`src/include/dbg_settings.svh`:
```
`ifndef DBG_SETTINGS_SVH
`define DBG_SETTINGS_SVH

////////////////////////////////////////
// Main data register
////////////////////////////////////////

// Full scan length, select bit on top
`define DBG_DATAREG_LEN 69
`define DBG_SEL_BIT 68

// Command part below the select bit
`define DBG_CMD_LEN 68

// Module number just below the select bit
`define DBG_MODULE_ID_LEN 2
`define DBG_MODULE_ID_MSB 67

// Command fields
`define DBG_OPCODE_LEN 4
`define DBG_ADDR_WIDTH 32
`define DBG_DATA_WIDTH 32
`define DBG_CPU_REG_ADDR_LEN 16

// Readback, status bit above the data word
`define DBG_READBACK_LEN 33

// Module numbers
`define DBG_MOD_BUS 0
`define DBG_MOD_CPU 1
`define DBG_MOD_JSP 2
`define DBG_MOD_NONE 3

`endif
```
`src/dbg_port_pkg.sv`:
```
`default_nettype none

`include "dbg_settings.svh"

package dbg_port_pkg;

  ////////////////////////////////////////
  // Memory bus port
  ////////////////////////////////////////

  // Held stable while stb is high
  typedef struct packed {
    logic                       stb;
    logic                       we;
    logic [`DBG_ADDR_WIDTH-1:0] addr;
    logic [`DBG_DATA_WIDTH-1:0] wdata;
  } bus_req_t;

  // One-cycle ack, err and rdata valid with it
  typedef struct packed {
    logic                       ack;
    logic                       err;
    logic [`DBG_DATA_WIDTH-1:0] rdata;
  } bus_rsp_t;

  ////////////////////////////////////////
  // CPU register port
  ////////////////////////////////////////

  // Register number from low address bits
  typedef struct packed {
    logic                             stb;
    logic                             we;
    logic [`DBG_CPU_REG_ADDR_LEN-1:0] addr;
    logic [`DBG_DATA_WIDTH-1:0]       wdata;
  } cpu_req_t;

  typedef struct packed {
    logic                       ack;
    logic [`DBG_DATA_WIDTH-1:0] rdata;
  } cpu_rsp_t;

endpackage

`default_nettype wire

```
`src/dbg_cmd_pkg.sv`:
```
`default_nettype none

`include "dbg_settings.svh"

package dbg_cmd_pkg;

  ////////////////////////////////////////
  // Module numbers
  ////////////////////////////////////////

  // Serial port slot kept reserved, reads as zero
  typedef enum logic [`DBG_MODULE_ID_LEN-1:0] {
    MOD_BUS  = `DBG_MOD_BUS,
    MOD_CPU  = `DBG_MOD_CPU,
    MOD_JSP  = `DBG_MOD_JSP,
    MOD_NONE = `DBG_MOD_NONE
  } dbg_module_e;

  ////////////////////////////////////////
  // Opcodes
  ////////////////////////////////////////

  // Bus module, single 32-bit accesses
  typedef enum logic [`DBG_OPCODE_LEN-1:0] {
    BUS_NOP   = 0,
    BUS_WRITE = 1,
    BUS_READ  = 2
  } bus_op_e;

  // CPU module, data bit 0 carries the stall level
  typedef enum logic [`DBG_OPCODE_LEN-1:0] {
    CPU_NOP       = 0,
    CPU_STALL     = 1,
    CPU_REG_WRITE = 2,
    CPU_REG_READ  = 3
  } cpu_op_e;

  // Data register minus select bit
  // Opcode left raw, each module casts to its own enum
  typedef struct packed {
    logic [`DBG_OPCODE_LEN-1:0] opcode;
    logic [`DBG_ADDR_WIDTH-1:0] addr;
    logic [`DBG_DATA_WIDTH-1:0] data;
  } dbg_cmd_t;

endpackage

`default_nettype wire

```
`src/dbg_top.sv`:
```
`default_nettype none

`include "dbg_settings.svh"

module dbg_top
  import dbg_cmd_pkg::*;
  import dbg_port_pkg::*;
(
  // JTAG pins
  input  logic     tck_i,
  input  logic     tlr_i,
  input  logic     tdi_i,
  output logic     tdo_o,
  // Decoded TAP strobes
  input  logic     shift_dr_i,
  input  logic     capture_dr_i,
  input  logic     update_dr_i,
  input  logic     debug_select_i,
  // Memory bus
  output bus_req_t bus_req_o,
  input  bus_rsp_t bus_rsp_i,
  // CPU side
  output cpu_req_t cpu_req_o,
  input  cpu_rsp_t cpu_rsp_i,
  input  logic     cpu_bp_i,
  output logic     cpu_stall_o
);

  localparam int unsigned NUM_MODULES = 2 ** `DBG_MODULE_ID_LEN;

  // Main chain
  logic [`DBG_DATAREG_LEN-1:0] shift_q;
  dbg_cmd_t                    cmd;
  logic                        select_cmd;

  // Module number and decode
  dbg_module_e                 module_q;
  logic [NUM_MODULES-1:0]      module_sel;
  logic [NUM_MODULES-1:0]      module_tdo;
  logic                        select_inhibit;

  // Strobes seen by the modules
  logic                        scan_capture;
  logic                        scan_shift;
  logic                        cmd_update;

  // Per-module returns
  logic                        bus_tdo;
  logic                        bus_inhibit;
  logic                        cpu_tdo;
  logic                        cpu_inhibit;

  ////////////////////////////////////////
  // Data shift register
  ////////////////////////////////////////

  // LSB first, tdi enters at the select bit
  always_ff @(posedge tck_i or posedge tlr_i) begin
    if (tlr_i) begin
      shift_q <= '0;
    end else if (debug_select_i && shift_dr_i) begin
      shift_q <= {tdi_i, shift_q[`DBG_DATAREG_LEN-1:1]};
    end
  end

  assign select_cmd = shift_q[`DBG_SEL_BIT];
  assign cmd        = shift_q[`DBG_CMD_LEN-1:0];

  // Modules only see strobes while the debug IR is active
  assign scan_capture = debug_select_i & capture_dr_i;
  assign scan_shift   = debug_select_i & shift_dr_i;
  // Select scans never reach the modules as commands
  assign cmd_update   = debug_select_i & update_dr_i & ~select_cmd;

  ////////////////////////////////////////
  // Module select
  ////////////////////////////////////////

  // Busy module blocks a new select
  assign select_inhibit = bus_inhibit | cpu_inhibit;

  // Blocked select is dropped, not deferred
  always_ff @(posedge tck_i or posedge tlr_i) begin
    if (tlr_i) begin
      module_q <= MOD_BUS;
    end else if (debug_select_i && update_dr_i && select_cmd && !select_inhibit) begin
      module_q <= dbg_module_e'(shift_q[`DBG_MODULE_ID_MSB -: `DBG_MODULE_ID_LEN]);
    end
  end

  // One-hot select lines
  always_comb begin
    module_sel           = '0;
    module_sel[module_q] = 1'b1;
  end

  ////////////////////////////////////////
  // TDO mux
  ////////////////////////////////////////

  // JSP and NONE slots stay low
  always_comb begin
    module_tdo          = '0;
    module_tdo[MOD_BUS] = bus_tdo;
    module_tdo[MOD_CPU] = cpu_tdo;
  end

  assign tdo_o = |(module_sel & module_tdo);

  ////////////////////////////////////////
  // Debug modules
  ////////////////////////////////////////

  dbg_bus_module i_bus (
    .tck_i          (tck_i),
    .tlr_i          (tlr_i),
    .capture_dr_i   (scan_capture),
    .shift_dr_i     (scan_shift),
    .update_dr_i    (cmd_update),
    .module_select_i(module_sel[MOD_BUS]),
    .cmd_i          (cmd),
    .module_tdo_o   (bus_tdo),
    .top_inhibit_o  (bus_inhibit),
    .bus_req_o      (bus_req_o),
    .bus_rsp_i      (bus_rsp_i)
  );

  dbg_cpu_module i_cpu (
    .tck_i          (tck_i),
    .tlr_i          (tlr_i),
    .capture_dr_i   (scan_capture),
    .shift_dr_i     (scan_shift),
    .update_dr_i    (cmd_update),
    .module_select_i(module_sel[MOD_CPU]),
    .cmd_i          (cmd),
    .module_tdo_o   (cpu_tdo),
    .top_inhibit_o  (cpu_inhibit),
    .cpu_req_o      (cpu_req_o),
    .cpu_rsp_i      (cpu_rsp_i),
    .cpu_bp_i       (cpu_bp_i),
    .cpu_stall_o    (cpu_stall_o)
  );

endmodule

`default_nettype wire

```
`src/dbg_cpu_module.sv`:
```
`default_nettype none

`include "dbg_settings.svh"

module dbg_cpu_module
  import dbg_cmd_pkg::*;
  import dbg_port_pkg::*;
(
  input  logic     tck_i,
  input  logic     tlr_i,
  input  logic     capture_dr_i,
  input  logic     shift_dr_i,
  input  logic     update_dr_i,
  input  logic     module_select_i,
  input  dbg_cmd_t cmd_i,
  output logic     module_tdo_o,
  output logic     top_inhibit_o,
  // CPU register port
  output cpu_req_t cpu_req_o,
  input  cpu_rsp_t cpu_rsp_i,
  // Breakpoint in, stall level out
  input  logic     cpu_bp_i,
  output logic     cpu_stall_o
);

  typedef enum logic {
    CPU_IDLE,
    CPU_WAIT
  } cpu_state_e;

  cpu_state_e                   state_q;
  cpu_op_e                      op;
  logic                         launch;
  logic                         stall_cmd;

  cpu_req_t                     req_q;
  logic [`DBG_DATA_WIDTH-1:0]   rdata_q;

  // Stall control
  logic                         bp_q;
  logic                         bp_rise;
  logic                         stall_q;

  logic [`DBG_READBACK_LEN-1:0] readback_q;

  ////////////////////////////////////////
  // Command decode
  ////////////////////////////////////////

  assign op = cpu_op_e'(cmd_i.opcode);

  always_comb begin
    launch    = 1'b0;
    stall_cmd = 1'b0;
    if (module_select_i && update_dr_i && (state_q == CPU_IDLE)) begin
      case (op)
        CPU_STALL:     stall_cmd = 1'b1;
        CPU_REG_WRITE,
        CPU_REG_READ:  launch = 1'b1;
        default:       launch = 1'b0;
      endcase
    end
  end

  ////////////////////////////////////////
  // Stall register
  ////////////////////////////////////////

  assign bp_rise = cpu_bp_i & ~bp_q;

  // Breakpoint edge wins over a clear in the same cycle
  always_ff @(posedge tck_i or posedge tlr_i) begin
    if (tlr_i) begin
      bp_q    <= 1'b0;
      stall_q <= 1'b0;
    end else begin
      bp_q <= cpu_bp_i;
      if (bp_rise) begin
        stall_q <= 1'b1;
      end else if (stall_cmd) begin
        stall_q <= cmd_i.data[0];
      end
    end
  end

  assign cpu_stall_o = stall_q;

  ////////////////////////////////////////
  // Register access FSM
  ////////////////////////////////////////

  always_ff @(posedge tck_i or posedge tlr_i) begin
    if (tlr_i) begin
      state_q <= CPU_IDLE;
      req_q   <= '0;
      rdata_q <= '0;
    end else if (state_q == CPU_IDLE) begin
      if (launch) begin
        state_q     <= CPU_WAIT;
        req_q.stb   <= 1'b1;
        req_q.we    <= (op == CPU_REG_WRITE);
        // Register number from low address bits
        req_q.addr  <= cmd_i.addr[`DBG_CPU_REG_ADDR_LEN-1:0];
        req_q.wdata <= cmd_i.data;
      end
    end else if (cpu_rsp_i.ack) begin
      state_q   <= CPU_IDLE;
      req_q.stb <= 1'b0;
      if (!req_q.we) begin
        rdata_q <= cpu_rsp_i.rdata;
      end
    end
  end

  assign cpu_req_o     = req_q;
  assign top_inhibit_o = (state_q == CPU_WAIT);

  ////////////////////////////////////////
  // Readback
  ////////////////////////////////////////

  // Stall status over last register read
  always_ff @(posedge tck_i or posedge tlr_i) begin
    if (tlr_i) begin
      readback_q <= '0;
    end else if (module_select_i && capture_dr_i) begin
      readback_q <= {stall_q, rdata_q};
    end else if (module_select_i && shift_dr_i) begin
      readback_q <= {1'b0, readback_q[`DBG_READBACK_LEN-1:1]};
    end
  end

  assign module_tdo_o = readback_q[0];

endmodule

`default_nettype wire

```
`src/dbg_bus_module.sv`:
```
`default_nettype none

`include "dbg_settings.svh"

module dbg_bus_module
  import dbg_cmd_pkg::*;
  import dbg_port_pkg::*;
(
  input  logic     tck_i,
  input  logic     tlr_i,
  // Strobes already qualified by the top
  input  logic     capture_dr_i,
  input  logic     shift_dr_i,
  input  logic     update_dr_i,
  input  logic     module_select_i,
  input  dbg_cmd_t cmd_i,
  output logic     module_tdo_o,
  output logic     top_inhibit_o,
  // Memory bus
  output bus_req_t bus_req_o,
  input  bus_rsp_t bus_rsp_i
);

  typedef enum logic {
    BUS_IDLE,
    BUS_WAIT
  } bus_state_e;

  bus_state_e                   state_q;
  bus_op_e                      op;
  logic                         launch;

  // Request held until ack
  bus_req_t                     req_q;

  // Result of the last access
  logic                         err_q;
  logic [`DBG_DATA_WIDTH-1:0]   rdata_q;

  // Readback chain
  logic [`DBG_READBACK_LEN-1:0] readback_q;

  ////////////////////////////////////////
  // Command decode
  ////////////////////////////////////////

  // Unknown codes fall to default
  assign op = bus_op_e'(cmd_i.opcode);

  // Updates while waiting are ignored
  always_comb begin
    launch = 1'b0;
    if (module_select_i && update_dr_i && (state_q == BUS_IDLE)) begin
      case (op)
        BUS_READ,
        BUS_WRITE: launch = 1'b1;
        // NOP and anything unknown
        default:   launch = 1'b0;
      endcase
    end
  end

  ////////////////////////////////////////
  // Access FSM
  ////////////////////////////////////////

  always_ff @(posedge tck_i or posedge tlr_i) begin
    if (tlr_i) begin
      state_q <= BUS_IDLE;
      req_q   <= '0;
      err_q   <= 1'b0;
      rdata_q <= '0;
    end else begin
      case (state_q)
        BUS_IDLE: begin
          // stb rises on the edge after update
          if (launch) begin
            state_q     <= BUS_WAIT;
            req_q.stb   <= 1'b1;
            req_q.we    <= (op == BUS_WRITE);
            req_q.addr  <= cmd_i.addr;
            req_q.wdata <= cmd_i.data;
          end
        end
        BUS_WAIT: begin
          // Single-cycle ack closes the access
          if (bus_rsp_i.ack) begin
            state_q   <= BUS_IDLE;
            req_q.stb <= 1'b0;
            err_q     <= bus_rsp_i.err;
            // Writes keep the previous read data
            if (!req_q.we) begin
              rdata_q <= bus_rsp_i.rdata;
            end
          end
        end
        default: begin
          state_q   <= BUS_IDLE;
          req_q.stb <= 1'b0;
        end
      endcase
    end
  end

  assign bus_req_o     = req_q;
  // Holds off module reselect
  assign top_inhibit_o = (state_q == BUS_WAIT);

  ////////////////////////////////////////
  // Readback
  ////////////////////////////////////////

  // Error flag on top of the last read word
  always_ff @(posedge tck_i or posedge tlr_i) begin
    if (tlr_i) begin
      readback_q <= '0;
    end else if (module_select_i && capture_dr_i) begin
      readback_q <= {err_q, rdata_q};
    end else if (module_select_i && shift_dr_i) begin
      // Zero fill once the word is out
      readback_q <= {1'b0, readback_q[`DBG_READBACK_LEN-1:1]};
    end
  end

  assign module_tdo_o = readback_q[0];

endmodule

`default_nettype wire

```
`config.mk`:
```
export PLATFORM = sky130hd
export DESIGN_NAME = dbg_top
export DESIGN_NICKNAME = d
export VERILOG_FILES = /design/src/dbg_port_pkg.sv /design/src/dbg_cmd_pkg.sv /design/src/dbg_top.sv /design/src/dbg_cpu_module.sv /design/src/dbg_bus_module.sv
export VERILOG_INCLUDE_DIRS = /design/src /design/src/include
export SDC_FILE = /design/constraint.sdc
export NUM_CORES = 1
export LEC_CHECK = 0
export CORE_AREA = 2 2 193 232
export DETAILED_ROUTE_END_ITERATION = 10
export DIE_AREA = 0 0 195 234
export DONT_BUFFER_PORTS = 1
export GPL_TIMING_DRIVEN = 0
export SETUP_SLACK_MARGIN = 0.2
export SYNTH_ARGS = -nofsm -noshare
export SYNTH_HDL_FRONTEND = slang
export SYNTH_SLANG_ARGS = --single-unit
```
`constraint.sdc`:
```
create_clock -name tck_i -period 22.9 [get_ports tck_i]
set_clock_uncertainty 0.15 [all_clocks]
set_input_delay 5.725 -clock tck_i [delete_from_list [all_inputs] [get_ports tck_i]]
set_output_delay 5.725 -clock tck_i [all_outputs]
set_load 0.005 [all_outputs]
```
# Yosys cells after proc, flatten, opt, wreduce, memory -nomap -nowiden
# Cells that the tools add are included.
# word_totals
register_bits	322
out_inout_bits	118
word_cells	94
# classes
order_cmp	2
n_eq_ne	6
n_mux	26
n_bitwise	13
n_reduce_logical	28
# op_table
op	count
two-way mux 33 bit	4
two-way mux 66 bit	1
two-way mux 50 bit	1
two-way mux 1 bit	17
logical AND 1 bit	13
AND reduction 2 bit	5
== test 4 x 2 -> 1 bit (second input constant)	2
nonzero test 2 bit	4
inverter 1 bit	6
AND reduction 3 bit	2
bitwise AND 1 bit	5
bitwise AND 4 x 2 -> 4 bit	1
== test 4 x 1 -> 1 bit (second input constant)	1
!= test 2 bit (second input constant)	2
case mux 1 bit (2 select lines)	2
OR reduction 2 bit	2
OR reduction 4 bit	1
< comparator 2 x 3 -> 1 bit (second input constant)	1
demux 1 bit (select 2 bit)	1
>= comparator 2 x 1 -> 1 bit (second input constant)	1
!= test 2 x 1 -> 1 bit (second input constant)	1
logical NOT 1 bit	1
OR 1 bit	1

# Depth between registers and ports, before layout
# depth
word_depth	9
ltp_mapped	6
mapped_depth_nobuf	3

# Hierarchy
# From an unflattened synthesis, not the netlist that was laid out.
# unflattened
cells_unflattened	856
hier_area_um2	12931.2
# modules_own_cells
mod	instances	cells_each	area_each_um2
dbg_bus_module	1	364	5395.2
dbg_cpu_module	1	333	4855.9
dbg_top	1	159	2680.1

# Least setup slack after synthesis
# OpenSTA, ideal clock, no wires.
# synth_path
path_kind	input port to flip-flop
startpoint	input debug_select_i
endpoint	register i_cpu.req_q, in the netlist i_cpu.cpu_req_o[40]
arrival_time_ns	6.907
required_ns	22.625
slack_ns	15.719
stages	6
cell_sequence	buf_2 nor3b_4 and4_1 buf_4 buf_6 mux2_2
# synth_between
elab_chain_len	6
# synth_lines
element	line_no	source
start: declaration	dbg_top.sv:18	input logic debug_select_i,
bitwise AND 1 bit (2 in a row)	dbg_top.sv:73	assign cmd_update = debug_select_i & update_dr_i & ~select_cmd;
logical AND 1 bit (2 in a row)	dbg_cpu_module.sv:55	if (module_select_i && update_dr_i && (state_q == CPU_IDLE)) begin
two-way mux 1 bit	dbg_cpu_module.sv:55	
AND reduction 2 bit (no source line)	n/a	
end: declaration	dbg_cpu_module.sv:36	cpu_req_t req_q;
# No other way between the ends.
# A chain may end at the register's enable or synchronous reset.

# Final worst setup path
# layout_path
startpoint	register module_q[0]
endpoint	output tdo_o
# layout_between
elab_chain_len	6
word_cells_on_any_way	7
# layout_lines
element	line_no	source
start: declaration	dbg_top.sv:37	dbg_module_e module_q;
start signal: assignment	dbg_top.sv:87	module_q <= dbg_module_e'(shift_q[`DBG_MODULE_ID_MSB -: `DBG_MODULE_ID_LEN]);
< comparator 2 x 3 -> 1 bit (not written as such) or >= comparator 2 x 1 -> 1 bit (tied branches)	dbg_top.sv:94	module_sel[module_q] = 1'b1;
logical AND 1 bit (not written as such)	dbg_top.sv:94	
two-way mux 1 bit (not written as such)	dbg_top.sv:94	
demux 1 bit (select 2 bit) (*)	dbg_top.sv:94	
bitwise AND 4 x 2 -> 4 bit (*)	dbg_top.sv:108	assign tdo_o = |(module_sel & module_tdo);
OR reduction 4 bit (*)	dbg_top.sv:108	
end: declaration	dbg_top.sv:13	output logic tdo_o,
# Mark *: on every way between the ends. The rest lies on a longest branch, timed or not.

==> flow_summary.ini <==
[run_status]
status = complete, no violations

[worst_setup_path]
r2r_slack_ns = 20.87
crit_required_ns = 17.03
critPathCaptureType = output pin
path_cells = mux2i_1, nor2_1
arrival_ns = 1.40
crit_path_max_incr_delay_ns = 0.48
reg2regPathDepth = 5
worstSetupPathType = reg -> out
cp_max_fo = 8
slowest_stage = dfrtp_1
startpoint_type = register
r2r_end = i_cpu.cpu_req_o[43]$_DFFE_PP0P_
r2r-start = shift_q[68]$_DFFE_PP0N_

[routing]
dr.pass1.iters = 4
wl_per_cell_um = 19.0
via_per_inst = 4.63
postRouteAntennaNets = 0
drtIter0Drc = 217
drc_errors = 0
vias = 6875
finalWirelength_um = 28200

[cts]
clock_latency_ns = 0.55
cts_sinks = 322
root_buffer = clkbuf_16
post-cts-setup-buffer-count = 0
clock_path_buffers = 3
htreeDepth = 2
path_clk_slew_ns = 0.06
cts-resized-gates = 0
numCtsBuffers = 36
cts.hold.buffers_added = 0
cts_tree = built

[synthesis]
synth_nets = 934
ys.flop_type = dfrtp_1
yosys-top-cells-area = dfrtp_1 (63%), mux2_2 (15%), mux2i_1 (5.2%)
netlist_instances = 859
synth-seq-cells = 322
async_flop_share_pct = 100
synth_edf_count = 0
yosysTopAreaCellShare_pct = 62.6
ys_warn_count = 0
synth_cell_types = 30
syn_area_per_cell_um2 = 15.0
ys_seq_area_share_pct = 62.6
synth_largest_area_cell = dfrtp_1
syn-cell-area_um2 = 12900

[floorplanning]
rows = 84
num_io_pins = 193
die_w_um = 195
coreArea_um2 = 43500
initial_core_util_pct = 29.6
dieArea_um2 = 45600
die_h_um = 234

[sta]
maxSlewViolCount = 0
fmax_mhz = 137
worst-slew-pin-transition_ns = 0.666
final-setup-viol-count = 0
post-route-period-util_pct = 31.8
slew_headroom_pct = 55.6
setup_tns_ns = 0
min_period_ns = 7.28
rsz0062_at_grt = false
fin_ws_ns = 15.62
hold_viol = 0

[power_and_ir_drop]
power_density_nw_per_um2 = 105
peakVddDrop_v = 0.0000508
p_leak_uw = 0.00737
power_uw = 1570

[global_routing]
grt_pass1_vias = 7497
antenna_found_initial = 3
grt_pass1_wl_um = 44400
grt_use_total_pct = 12.5
grt_max_degree = 107
gr-total-overflow = 0

[cells_and_area]
num-fill-cells = 4246
nNetsFinal = 975
most-common-layout-cells = dfrtp_1 (322), mux2_2 (168), inv_1 (69), mux2i_1 (67), o22ai_1 (64)
final-seq-area_um2 = 8060
final_cells = 1486
syn_to_final_growth_pct = 15.7
drive_above_1_share_pct = 33.2
layout_commonest_cell = dfrtp_1
multi_input_area_um2 = 4260

[job]
cap_violations = 0

[placed_design]
place.gp.congestion = 0.736
dpl.hpwl_um = 19200
port-buffer-count = 0
post-place-ws_ns = 15.27
post-place-cells = 1421

[worst_hold_path]
min_from = i_bus.err_q$_DFFE_PP0P_
min_to = i_bus.readback_q[32]$_DFFE_PP0P_
min_delay_path_depth = 2
worstHoldPathType = reg -> reg
==> final cells by class <==
class                           count  area share (%)
Timing Repair Buffer                3           0.554
Tap cell                          559            4.69
Clock buffer                       45            6.62
Antenna cell                        1          0.0168
Multi-Input combinational cell    417            28.6
Buffer                             50            1.98
Sequential cell                   322            54.1
Clock inverter                     19            1.63
Inverter                           70            1.81
==> routing by layer <==
metal | global-route usage (%) | vias up | part of all wire (%)
met2 | 19.3 | 186 | 45
li1 | - | 3098 | -
met3 | 7.09 | 54 | 12
met4 | 3.82 | 4 | 2.2
met1 | 14.8 | 3533 | 41
met5 | 0 | - | 0.096
==> worst max path at each step <==
stage	to	slack (ns)	from	cells after the start
2_1_floorplan	i_bus.bus_req_o[0]$_DFFE_PP0P_	8.11	tlr_i	1
3_3_place_gp	i_cpu.cpu_req_o[44]$_DFFE_PP0P_	4.52	tlr_i	1
3_5_place_dp	shift_q[49]$_DFFE_PP0N_	15.27	debug_select_i	4
4_1_cts	tdo_o	15.58	module_q[0]$_DFFE_PP0P_	2
5_1_grt	tdo_o	15.55	module_q[0]$_DFFE_PP0P_	2
6_report	tdo_o	15.62	module_q[0]$_DFFE_PP0P_	2
==> flip-flops by register name, summed over array words and instances (netlist names), 2 cells and up <==
signal,cells
i_bus.bus_req_o,66
i_cpu.rdata_q,32
i_bus.rdata_q,32
i_cpu.readback_q,33
module_q,2
i_cpu.cpu_req_o,50
shift_q,69
i_bus.readback_q,33
==> worst max-delay path: cells and delay by family (launching register included) <==
family	cells	cell delay, ns
flops	1	0.48
simple gates	1	0.23
mux	1	0.16
==> logic make-up after synthesis <==
kind of cell,after synthesis,synth area share [%]
buffers and inverters,120,4.33
muxes,315,28.0
xor gates and xnor gates,1,0.0680
DFF,322,62.6
and+or+nand+nor,31,1.60
AOI/OAI and AO/OA,70,3.42
==> synth_stat cells, drive strengths merged, types with 2 or more instances <==
library cell,count
nor2b,2
nor2,5
nand4,2
mux2,248
buf,40
mux2i,67
nand3,3
clkbuf,10
dfrtp,322
nor4b,3
o22ai,64
o21ai,3
a21o,2
inv,70
nor3b,2
nand2,8
nor4bb,2
==> where the power goes <==
group | internal [uW] | switching, uW
clock network | 364 | 242
logic | 111 | 102
registers | 676 | 72.4
==> metrics by stage <==
| step | hold WS (ns) | utilization [%] | cell area [um^2] |
|---|---|---|---|
| finish | 0.336 | 34.2 | 14900 |
| CTS | 0.341 | 34.2 | 14900 |
| global route | 0.373 | 34.2 | 14900 |
| global placement | 0.318 | 31.2 | 13600 |
| floorplan | 0.294 | - | 12900 |
| detailed placement | 0.328 | 31.4 | 13700 |
Power figures use the tool's default switching activity.
